==> config.mk <==
export PLATFORM = sky130hd
export DESIGN_NAME = id_stage
export DESIGN_NICKNAME = d
export VERILOG_FILES = /design/src/hdl/id_pkg.sv /design/src/hdl/inst_decoder.sv /design/src/hdl/operand_bypass.sv /design/src/hdl/branch_unit.sv /design/src/hdl/regfile.sv /design/src/hdl/id_ex_reg.sv /design/src/hdl/id_stage.sv
export SDC_FILE = /design/constraint.sdc
export NUM_CORES = 2
export LEC_CHECK = 0
export BUFFER_PORTS_ARGS = -buffer_cell sky130_fd_sc_hd__buf_2
export CAP_MARGIN = 10
export CORE_MARGIN = 10
export CORE_UTILIZATION = 40
export DETAILED_ROUTE_END_ITERATION = 10
export PLACE_DENSITY_LB_ADDON = 0.1
export REMOVE_ABC_BUFFERS = 1
export SYNTH_ARGS = -nofsm -noshare
export SYNTH_HDL_FRONTEND = slang
export SYNTH_SLANG_ARGS = --single-unit
==> constraint.sdc <==
create_clock -name clk -period 9.32 [get_ports clk]
set_input_delay 1.864 -clock clk [delete_from_list [all_inputs] [get_ports clk]]
set_output_delay 1.864 -clock clk [all_outputs]
set_load 0.05 [all_outputs]
==> src/hdl/id_pkg.sv <==
package id_pkg;

  typedef logic [31:0] word_t;
  typedef logic [4:0]  reg_addr_t;
  typedef logic [31:0] inst_t;

  // operations passed on to execute
  typedef enum logic [7:0] {
    ALU_NOP, ALU_OR, ALU_AND, ALU_XOR, ALU_NOR,
    ALU_SLL, ALU_SRL, ALU_SRA, ALU_SLLV, ALU_SRLV, ALU_SRAV,
    ALU_ADD, ALU_ADDU, ALU_SUB, ALU_SUBU, ALU_SLT, ALU_SLTU,
    ALU_ADDI, ALU_ADDIU, ALU_LW, ALU_SW,
    ALU_J, ALU_JAL, ALU_JR, ALU_JALR, ALU_BEQ
  } alu_op_t;

  // result class, same codes as the execute stage mux
  typedef enum logic [2:0] {
    SEL_NOP         = 3'b000,
    SEL_LOGIC       = 3'b001,
    SEL_SHIFT       = 3'b010,
    SEL_ARITH       = 3'b100,
    SEL_JUMP_BRANCH = 3'b110,
    SEL_LOAD_STORE  = 3'b111
  } alu_sel_t;

  // primary opcodes
  localparam logic [5:0] op_special = 6'b000000;
  localparam logic [5:0] op_j       = 6'b000010;
  localparam logic [5:0] op_jal     = 6'b000011;
  localparam logic [5:0] op_beq     = 6'b000100;
  localparam logic [5:0] op_addi    = 6'b001000;
  localparam logic [5:0] op_addiu   = 6'b001001;
  localparam logic [5:0] op_slti    = 6'b001010;
  localparam logic [5:0] op_sltiu   = 6'b001011;
  localparam logic [5:0] op_andi    = 6'b001100;
  localparam logic [5:0] op_ori     = 6'b001101;
  localparam logic [5:0] op_xori    = 6'b001110;
  localparam logic [5:0] op_lui     = 6'b001111;
  localparam logic [5:0] op_lw      = 6'b100011;
  localparam logic [5:0] op_sw      = 6'b101011;

  // function codes under op_special
  localparam logic [5:0] fn_sll  = 6'b000000;
  localparam logic [5:0] fn_srl  = 6'b000010;
  localparam logic [5:0] fn_sra  = 6'b000011;
  localparam logic [5:0] fn_sllv = 6'b000100;
  localparam logic [5:0] fn_srlv = 6'b000110;
  localparam logic [5:0] fn_srav = 6'b000111;
  localparam logic [5:0] fn_jr   = 6'b001000;
  localparam logic [5:0] fn_jalr = 6'b001001;
  localparam logic [5:0] fn_add  = 6'b100000;
  localparam logic [5:0] fn_addu = 6'b100001;
  localparam logic [5:0] fn_sub  = 6'b100010;
  localparam logic [5:0] fn_subu = 6'b100011;
  localparam logic [5:0] fn_and  = 6'b100100;
  localparam logic [5:0] fn_or   = 6'b100101;
  localparam logic [5:0] fn_xor  = 6'b100110;
  localparam logic [5:0] fn_nor  = 6'b100111;
  localparam logic [5:0] fn_slt  = 6'b101010;
  localparam logic [5:0] fn_sltu = 6'b101011;

  localparam reg_addr_t LINK_REG = 5'd31;

  typedef struct packed {
    logic      rd1_en;
    logic      rd2_en;
    reg_addr_t rd1_addr;
    reg_addr_t rd2_addr;
    reg_addr_t wd;
    logic      wreg;
    alu_op_t   aluop;
    alu_sel_t  alusel;
    word_t     imm;
    logic      illegal;
  } decode_ctrl_t;

  typedef struct packed {
    logic      we;
    reg_addr_t waddr;
    word_t     wdata;
  } fwd_t;

  typedef struct packed {
    alu_op_t   aluop;
    alu_sel_t  alusel;
    word_t     reg1;
    word_t     reg2;
    reg_addr_t wd;
    logic      wreg;
    word_t     link_addr;
    inst_t     inst;
    logic      illegal;
  } id_ex_t;

endpackage

==> src/hdl/inst_decoder.sv <==
`timescale 1ns/10ps

module inst_decoder (
  input  id_pkg::inst_t        inst_i,
  output id_pkg::decode_ctrl_t ctrl_o
);
  import id_pkg::*;

  logic [5:0]  op;
  reg_addr_t   rs;
  reg_addr_t   rt;
  reg_addr_t   rd;
  logic [4:0]  shamt;
  logic [5:0]  funct;
  logic [15:0] imm16;
  word_t       imm_zext;
  word_t       imm_sext;
  logic        const_shift;
  logic        legal;

  assign op    = inst_i[31:26];
  assign rs    = inst_i[25:21];
  assign rt    = inst_i[20:16];
  assign rd    = inst_i[15:11];
  assign shamt = inst_i[10:6];
  assign funct = inst_i[5:0];
  assign imm16 = inst_i[15:0];

  assign imm_zext = {16'h0000, imm16};
  assign imm_sext = {{16{imm16[15]}}, imm16};

  // sll/srl/sra take shamt instead of rs
  assign const_shift = (op == op_special) && (funct inside {fn_sll, fn_srl, fn_sra});

  always_comb begin
    ctrl_o          = '0;
    ctrl_o.rd1_addr = rs;
    ctrl_o.rd2_addr = rt;
    ctrl_o.wd       = rd;
    ctrl_o.aluop    = ALU_NOP;
    legal           = 1'b0;

    // operation lookup
    case (op)
      op_ori:   ctrl_o.aluop = ALU_OR;
      op_andi:  ctrl_o.aluop = ALU_AND;
      op_xori:  ctrl_o.aluop = ALU_XOR;
      op_lui:   ctrl_o.aluop = ALU_OR;
      op_addi:  ctrl_o.aluop = ALU_ADDI;
      op_addiu: ctrl_o.aluop = ALU_ADDIU;
      op_slti:  ctrl_o.aluop = ALU_SLT;
      op_sltiu: ctrl_o.aluop = ALU_SLTU;
      op_lw:    ctrl_o.aluop = ALU_LW;
      op_sw:    ctrl_o.aluop = ALU_SW;
      op_j:     ctrl_o.aluop = ALU_J;
      op_jal:   ctrl_o.aluop = ALU_JAL;
      op_beq:   ctrl_o.aluop = ALU_BEQ;
      op_special: begin
        case (funct)
          fn_sll:  ctrl_o.aluop = ALU_SLL;
          fn_srl:  ctrl_o.aluop = ALU_SRL;
          fn_sra:  ctrl_o.aluop = ALU_SRA;
          fn_sllv: ctrl_o.aluop = ALU_SLLV;
          fn_srlv: ctrl_o.aluop = ALU_SRLV;
          fn_srav: ctrl_o.aluop = ALU_SRAV;
          fn_jr:   ctrl_o.aluop = ALU_JR;
          fn_jalr: ctrl_o.aluop = ALU_JALR;
          fn_add:  ctrl_o.aluop = ALU_ADD;
          fn_addu: ctrl_o.aluop = ALU_ADDU;
          fn_sub:  ctrl_o.aluop = ALU_SUB;
          fn_subu: ctrl_o.aluop = ALU_SUBU;
          fn_and:  ctrl_o.aluop = ALU_AND;
          fn_or:   ctrl_o.aluop = ALU_OR;
          fn_xor:  ctrl_o.aluop = ALU_XOR;
          fn_nor:  ctrl_o.aluop = ALU_NOR;
          fn_slt:  ctrl_o.aluop = ALU_SLT;
          fn_sltu: ctrl_o.aluop = ALU_SLTU;
          default: ctrl_o.aluop = ALU_NOP;
        endcase
      end
      default: ctrl_o.aluop = ALU_NOP;
    endcase

    // final immediate
    case (op)
      op_ori, op_andi, op_xori:             ctrl_o.imm = imm_zext;
      op_lui:                               ctrl_o.imm = {imm16, 16'h0000};
      op_addi, op_addiu, op_slti, op_sltiu: ctrl_o.imm = imm_sext;
      default:                              ctrl_o.imm = '0;
    endcase
    if (const_shift) begin
      ctrl_o.imm = {27'd0, shamt};
    end

    // read enables and destination
    case (op)
      op_special: begin
        if (const_shift) begin
          legal         = (rs == 5'd0);
          ctrl_o.rd2_en = 1'b1;
        end else begin
          legal         = (shamt == 5'd0) && (ctrl_o.aluop != ALU_NOP);
          ctrl_o.rd1_en = 1'b1;
          ctrl_o.rd2_en = !(ctrl_o.aluop inside {ALU_JR, ALU_JALR});
        end
        ctrl_o.wreg = (ctrl_o.aluop != ALU_JR);
      end
      op_ori, op_andi, op_xori, op_lui, op_addi, op_addiu, op_slti, op_sltiu, op_lw: begin
        legal         = 1'b1;
        ctrl_o.rd1_en = 1'b1;
        ctrl_o.wd     = rt;
        ctrl_o.wreg   = 1'b1;
      end
      op_sw, op_beq: begin
        legal         = 1'b1;
        ctrl_o.rd1_en = 1'b1;
        ctrl_o.rd2_en = 1'b1;
      end
      op_j: legal = 1'b1;
      op_jal: begin
        legal       = 1'b1;
        ctrl_o.wd   = LINK_REG;
        ctrl_o.wreg = 1'b1;
      end
      default: legal = 1'b0;
    endcase

    // anything unknown goes down the pipe as a harmless nop
    if (!legal) begin
      ctrl_o.aluop  = ALU_NOP;
      ctrl_o.rd1_en = 1'b0;
      ctrl_o.rd2_en = 1'b0;
      ctrl_o.wreg   = 1'b0;
      ctrl_o.imm    = '0;
    end
    ctrl_o.illegal = !legal;

    case (ctrl_o.aluop)
      ALU_OR, ALU_AND, ALU_XOR, ALU_NOR:                    ctrl_o.alusel = SEL_LOGIC;
      ALU_SLL, ALU_SRL, ALU_SRA, ALU_SLLV, ALU_SRLV, ALU_SRAV: ctrl_o.alusel = SEL_SHIFT;
      ALU_ADD, ALU_ADDU, ALU_SUB, ALU_SUBU, ALU_SLT, ALU_SLTU,
      ALU_ADDI, ALU_ADDIU:                                  ctrl_o.alusel = SEL_ARITH;
      ALU_J, ALU_JAL, ALU_JR, ALU_JALR, ALU_BEQ:            ctrl_o.alusel = SEL_JUMP_BRANCH;
      ALU_LW, ALU_SW:                                       ctrl_o.alusel = SEL_LOAD_STORE;
      default:                                              ctrl_o.alusel = SEL_NOP;
    endcase
  end

endmodule

==> src/hdl/operand_bypass.sv <==
`timescale 1ns/10ps

module operand_bypass (
  input  logic              ctrl_rd_en_i,
  input  id_pkg::reg_addr_t rd_addr_i,
  input  id_pkg::word_t     imm_i,
  input  id_pkg::word_t     rf_data_i,
  input  id_pkg::id_ex_t    held_i,
  input  logic              held_valid_i,
  input  id_pkg::word_t     ex_result_i,
  input  id_pkg::fwd_t      mem_fwd_i,
  output id_pkg::word_t     operand_o,
  output logic              stall_o
);
  import id_pkg::*;

  logic pending_load;
  logic ex_hit;
  logic mem_hit;

  // load in execute has no data yet
  assign pending_load = held_valid_i && (held_i.aluop == ALU_LW)
                        && (held_i.wd == rd_addr_i);
  assign ex_hit       = held_valid_i && held_i.wreg && (held_i.wd == rd_addr_i);
  assign mem_hit      = mem_fwd_i.we && (mem_fwd_i.waddr == rd_addr_i);

  always_comb begin
    stall_o   = 1'b0;
    operand_o = rf_data_i;
    if (!ctrl_rd_en_i) begin
      operand_o = imm_i;
    end else if (rd_addr_i == 5'd0) begin
      // r0 is hardwired, never bypassed
      operand_o = '0;
    end else if (pending_load) begin
      stall_o = 1'b1;
    end else if (ex_hit) begin
      operand_o = ex_result_i;
    end else if (mem_hit) begin
      operand_o = mem_fwd_i.wdata;
    end
  end

  always_comb begin
    assert (ctrl_rd_en_i || !stall_o)
      else $error("stall raised for an operand that is not read");
  end

endmodule

==> src/hdl/branch_unit.sv <==
`timescale 1ns/10ps

module branch_unit (
  input  id_pkg::inst_t   inst_i,
  input  id_pkg::word_t   pc_i,
  input  id_pkg::alu_op_t aluop_i,
  input  id_pkg::word_t   reg1_i,
  input  id_pkg::word_t   reg2_i,
  output logic            branch_flag_o,
  output id_pkg::word_t   branch_addr_o,
  output id_pkg::word_t   link_addr_o
);
  import id_pkg::*;

  word_t pc_plus_4;
  word_t pc_plus_8;
  word_t jump_target;
  word_t beq_target;

  assign pc_plus_4 = pc_i + 32'd4;
  assign pc_plus_8 = pc_i + 32'd8;

  // region of the next pc plus word index
  assign jump_target = {pc_plus_4[31:28], inst_i[25:0], 2'b00};
  assign beq_target  = pc_plus_4 + {{14{inst_i[15]}}, inst_i[15:0], 2'b00};

  always_comb begin
    branch_flag_o = 1'b0;
    branch_addr_o = '0;
    case (aluop_i)
      ALU_J, ALU_JAL: begin
        branch_flag_o = 1'b1;
        branch_addr_o = jump_target;
      end
      ALU_JR, ALU_JALR: begin
        branch_flag_o = 1'b1;
        branch_addr_o = reg1_i;
      end
      ALU_BEQ: begin
        if (reg1_i == reg2_i) begin
          branch_flag_o = 1'b1;
          branch_addr_o = beq_target;
        end
      end
      default: branch_flag_o = 1'b0;
    endcase
  end

  // return address skips the delay slot
  assign link_addr_o = (aluop_i inside {ALU_JAL, ALU_JALR}) ? pc_plus_8 : '0;

endmodule

==> src/hdl/regfile.sv <==
`timescale 1ns/10ps

module regfile (
  input  logic              clk,
  input  logic              reset_i,
  input  id_pkg::fwd_t      wb_i,
  input  id_pkg::reg_addr_t raddr1_i,
  input  id_pkg::reg_addr_t raddr2_i,
  output id_pkg::word_t     rdata1_o,
  output id_pkg::word_t     rdata2_o
);
  import id_pkg::*;

  word_t regs [32];

  always_ff @(posedge clk) begin
    if (reset_i) begin
      for (int i = 0; i < 32; i++) begin
        regs[i] <= '0;
      end
    end else if (wb_i.we && (wb_i.waddr != 5'd0)) begin
      regs[wb_i.waddr] <= wb_i.wdata;
    end
  end

  // same-cycle write is visible to the reader
  function automatic word_t read_port(reg_addr_t addr);
    if (addr == 5'd0) begin
      return '0;
    end else if (wb_i.we && (wb_i.waddr == addr)) begin
      return wb_i.wdata;
    end
    return regs[addr];
  endfunction

  always_comb begin
    rdata1_o = read_port(raddr1_i);
    rdata2_o = read_port(raddr2_i);
  end

  zero_reg_reads: assert property (@(posedge clk) disable iff (reset_i)
    ((raddr1_i != 5'd0) || (rdata1_o == '0)) && ((raddr2_i != 5'd0) || (rdata2_o == '0)))
    else $error("register 0 read back non-zero");

endmodule

==> src/hdl/id_ex_reg.sv <==
`timescale 1ns/10ps

module id_ex_reg #(
  parameter id_pkg::word_t RESET_PC_WORD = '0
) (
  input  logic           clk,
  input  logic           reset_i,
  input  logic           load_i,
  input  logic           stall_i,
  input  id_pkg::id_ex_t next_i,
  output id_pkg::id_ex_t held_o,
  output logic           valid_o
);
  import id_pkg::*;

  always_ff @(posedge clk) begin
    if (reset_i) begin
      valid_o          <= 1'b0;
      held_o.aluop     <= ALU_NOP;
      held_o.alusel    <= SEL_NOP;
      held_o.wd        <= '0;
      held_o.wreg      <= 1'b0;
      held_o.illegal   <= 1'b0;
      held_o.link_addr <= RESET_PC_WORD;
    end else if (load_i && !stall_i) begin
      valid_o <= 1'b1;
      held_o  <= next_i;
    end else begin
      // bubble; operand payload left as is
      valid_o        <= 1'b0;
      held_o.aluop   <= ALU_NOP;
      held_o.alusel  <= SEL_NOP;
      held_o.wreg    <= 1'b0;
      held_o.illegal <= 1'b0;
    end
  end

  bubble_after_stall: assert property (@(posedge clk) disable iff (reset_i)
    stall_i |=> !valid_o)
    else $error("instruction issued in the cycle after a stall");

endmodule

==> src/hdl/id_stage.sv <==
`timescale 1ns/10ps

module id_stage #(
  parameter id_pkg::word_t RESET_PC_WORD = '0
) (
  input  logic           clk,
  input  logic           reset_i,
  input  logic           inst_valid_i,
  input  id_pkg::inst_t  inst_i,
  input  id_pkg::word_t  pc_i,
  input  id_pkg::word_t  ex_result_i,
  input  id_pkg::fwd_t   mem_fwd_i,
  input  id_pkg::fwd_t   wb_i,
  output id_pkg::id_ex_t ex_o,
  output logic           ex_valid_o,
  output logic           branch_flag_o,
  output id_pkg::word_t  branch_addr_o,
  output logic           stall_o
);
  import id_pkg::*;

  decode_ctrl_t ctrl;
  word_t        rf_data1;
  word_t        rf_data2;
  word_t        reg1;
  word_t        reg2;
  logic         stall1;
  logic         stall2;
  logic         taken;
  word_t        link_addr;
  id_ex_t       next;

  inst_decoder u_decoder (
    .inst_i (inst_i),
    .ctrl_o (ctrl)
  );

  regfile u_regfile (
    .clk      (clk),
    .reset_i  (reset_i),
    .wb_i     (wb_i),
    .raddr1_i (ctrl.rd1_addr),
    .raddr2_i (ctrl.rd2_addr),
    .rdata1_o (rf_data1),
    .rdata2_o (rf_data2)
  );

  operand_bypass u_bypass1 (
    .ctrl_rd_en_i (ctrl.rd1_en),
    .rd_addr_i    (ctrl.rd1_addr),
    .imm_i        (ctrl.imm),
    .rf_data_i    (rf_data1),
    .held_i       (ex_o),
    .held_valid_i (ex_valid_o),
    .ex_result_i  (ex_result_i),
    .mem_fwd_i    (mem_fwd_i),
    .operand_o    (reg1),
    .stall_o      (stall1)
  );

  operand_bypass u_bypass2 (
    .ctrl_rd_en_i (ctrl.rd2_en),
    .rd_addr_i    (ctrl.rd2_addr),
    .imm_i        (ctrl.imm),
    .rf_data_i    (rf_data2),
    .held_i       (ex_o),
    .held_valid_i (ex_valid_o),
    .ex_result_i  (ex_result_i),
    .mem_fwd_i    (mem_fwd_i),
    .operand_o    (reg2),
    .stall_o      (stall2)
  );

  branch_unit u_branch (
    .inst_i        (inst_i),
    .pc_i          (pc_i),
    .aluop_i       (ctrl.aluop),
    .reg1_i        (reg1),
    .reg2_i        (reg2),
    .branch_flag_o (taken),
    .branch_addr_o (branch_addr_o),
    .link_addr_o   (link_addr)
  );

  // only a strobed instruction can stall or redirect
  assign stall_o       = inst_valid_i && (stall1 || stall2);
  assign branch_flag_o = inst_valid_i && taken;

  assign next.aluop     = ctrl.aluop;
  assign next.alusel    = ctrl.alusel;
  assign next.reg1      = reg1;
  assign next.reg2      = reg2;
  assign next.wd        = ctrl.wd;
  assign next.wreg      = ctrl.wreg;
  assign next.link_addr = link_addr;
  assign next.inst      = inst_i;
  assign next.illegal   = ctrl.illegal;

  id_ex_reg #(
    .RESET_PC_WORD (RESET_PC_WORD)
  ) u_id_ex (
    .clk     (clk),
    .reset_i (reset_i),
    .load_i  (inst_valid_i),
    .stall_i (stall_o),
    .next_i  (next),
    .held_o  (ex_o),
    .valid_o (ex_valid_o)
  );

endmodule

==> metrics.txt <==
status finished, final reports clean; GR Util All Layers 32.96%; Critical Path RT roughly 7500 ps; fill count roughly 15000; Final setup viols 0; first-pass iteration count of the detailed router 6; unrepaired setup endpoints after global routing no; RePlAce Congestion 1.025; Clock Path Buffers 3; Setup TNS 0 ps; remaining global-route overflow 0; nature of the critical path startpoint input port; die height roughly 430 µm; crit path from inst_i[22]; Die W approximately 430 µm; dominant cells by area after synthesis edfxtp_1, mux4_2, and2_1, mux2i_1, clkbuf_1; Worst setup EP type output pin; Boundary Pins roughly 360; core area 163100 µm²; Hold Crit Class flop to flop; CTS Buf Count between 100 and 150; clk_lat worst skew 820 ps; total of max-cap violations 0; Clock Skew between 20 and 30 ps; WHS Path Cells 2; Final ANT Viol Nets 0; count of warnings emitted by yosys 0; ys async rst share 0%; area grow syn2layout 14.62%; final WL between 300000 and 400000 µm; Via density ~6.6; Critical Path Fanout Max 33; die area about 180000 µm²; P_leak about 27 nW; root buffer cell clkbuf_16; buffer and inverter count on the worst path 3; Clk network pwr share 39.2%; worst reg-to-reg path cell count 10; CTS tree done; cell count after placement approximately 7200; CP Data Arrival Time between 7000 and 8000 ps; H-tree levels 4; crit share post-route a little over nine tenths; Final Hold Viols 0; Max VDD drop just under 0.2 mV; main flop type after synthesis edfxtp_1; critical path's slowest cell nor2b_4; sw frac 28.11%; Rows roughly 150; hpwl dp 200800 µm; EDFF count, synth approximately 1100; cts hold-fix bufs 0; cts repair resizes 0; # nets final around 5400; Post-Layout Cell Count roughly 7500; Crit path depth 15; Reg-to-Reg Start u_id_ex.held_o[70]; DR iter-0 viols 8286; Avg Cell Area, Syn between 10 and 15 µm²; CTS sink count ~1200; post-layout util between 40% and 50%; post-synth top area cell edfxtp_1; Slew Viols, Final 0; Flop pwr share a little under half; delay of the slowest critical-path stage about 1100 ps; Power Dens Cells about 180 nW/µm²; share of layout cells above drive strength 1 ~26%; unique cell type count in the Yosys netlist 90; min cycle time layout 9092 ps; Yosys top cell area share approximately 50%; hold path start u_id_ex.held_o[46]; Slew HR 13.11%; Starting Density approximately two fifths; I/O Buffers about 350; share of total power in combinational logic 14.9%; initial antenna violation count between 40 and 50; critical path type input port to output pin; vias in the first global route about 48000; Crit path max-delay family compound AO/OA/AOI/OAI gates; Worst-Margin Slew roughly 1300 ps; cell breakdown of the critical path buf_6 -> nor2b_4 -> a221oi_1 -> a22oi_1 -> nand2_1 -> o21ai_0 -> nor2_1 -> o21ai_0 -> xnor2_1 -> nand4_1 -> nor4_2 -> nand4_1 -> buf_4 -> o221ai_1 -> buf_2; Mapped Cells 4926; largest net degree at the start of global routing slightly below 70; via count a little under 50000; Synth Register Bits roughly 1200; Mapped Area 65850 µm²; Remaining DRCs 0; sequential area share after synthesis about 53%; switching power between 3 and 4 mW; Int Power approximately 9.7 mW; WL per Instance just over 40 µm; Total Power between 10 and 15 mW; Reg clk slew, reported paths approximately 60 ps; first-pass GRT wire length between 400000 and 500000 µm; Max Fclk 0.1100 GHz; Setup Buffers After CTS 0
==> cell families after synthesis <==
logic type	share of synthesized area (%)
fa+ha+maj	0.7335
buf+inv	3.607
flops	52.54
mux	20.13
xor+xnor	1.915
other cells	0.005695
compound gates	6.877
simple gates	14.20
==> cell type report <==
type	instances	area (µm²)	area share, %
multi-input cells	3232	29370	38.92
clock inverters	63	589.3	0.7808
flip-flops and latches	1168	34590	45.83
repair buffers	592	4192	5.554
well taps	2175	2721	3.606
inverters	75	281.5	0.3730
clock buffers	183	3654	4.841
diodes	28	70.07	0.09284
==> worst paths after layout <==
path                         endpoint  slack [ps]
setup / recovery    branch_addr_o[19]         230
hold / removal     u_id_ex.held_o[46]         450
setup reg to reg  u_id_ex.held_o[102]        5430
hold reg to reg    u_id_ex.held_o[46]         450
==> Yosys cell counts (33+ instances only) <==
master / number
edfxtp_1: 1120
and2_1: 907
mux4_2: 482
clkbuf_1: 326
mux2i_1: 234
nand2_1: 175
a22oi_1: 149
nor2_1: 143
nor3_1: 133
a21oi_1: 100
nand3_1: 94
o21ai_0: 90
buf_2: 80
inv_1: 75
xnor2_1: 72
xor2_1: 72
a221oi_1: 48
dfxtp_1: 48
buf_1: 38
ha_1: 37
buf_4: 36
or2_2: 36
nand4_1: 33
==> per-stage QoR <==
step	worst slack, ps	hold WS, ps	area, µm²
2_1_floorplan	-1142	679.2	63880
3_3_place_gp	541.4	430.3	71130
3_5_place_dp	511.5	438.5	71130
4_1_cts	474.2	451.8	75380
5_1_grt	250.0	466.0	75420
6_report	228.3	447.7	75470
==> power groups by stage <==
stage,sequential [mW],combinational [mW],clock (mW)
after floorplan,6.27,0.896,0
after global placement,6.26,1.95,0
after detailed placement,6.27,1.95,0
after CTS,6.16,1.95,5.33
after global routing,6.19,2.04,5.52
final,6.17,2.01,5.28
==> state kept, by name, summed over array words and instances (netlist names) <==
| name | count |
|---|---|
| u_regfile.regs | 1024 |
| u_id_ex.held_o | 143 |
| u_id_ex.valid_o | 1 |
==> worst reg2reg max path: stages, from the launching register on <==
cell and delay (ps):
dfxtp_1 560, xnor2_1 130, nand3_1 190, nor3_2 80, buf_4 260, a22oi_1 600, nand2_1 120, buf_4 290
nor2_4 480, buf_4 330, buf_4 440
==> cell usage in the layout, fill, tap and decap left out, types with 26 or more instances in the layout <==
master	instances
edfxtp_1	1120
and2_1	907
mux4_2	482
buf_2	322
mux2i_1	234
buf_4	224
nand2_1	175
a22oi_1	149
clkbuf_16	139
nor3_1	130
nor2_1	105
a21oi_1	97
nand3_1	93
o21ai_0	89
inv_1	73
xor2_1	72
xnor2_1	72
a221oi_1	48
dfxtp_1	48
clkbuf_1	43
buf_12	40
ha_1	37
or2_2	36
conb_1	35
nand4_1	33
nor2_4	33
o22ai_1	32
diode_2	28
and3_1	26
==> per-layer routing <==
metal / vias up / share of wire, % / GRT usage (%)
li1: 19400 / - / -
met3: 732 / 11 / 7.643
met1: 25450 / 38 / 43.91
met2: 3685 / 43 / 48.57
met5: - / 0.021 / 0
met4: 10 / 7.2 / 20.47
(Power assumes the default switching activity.)
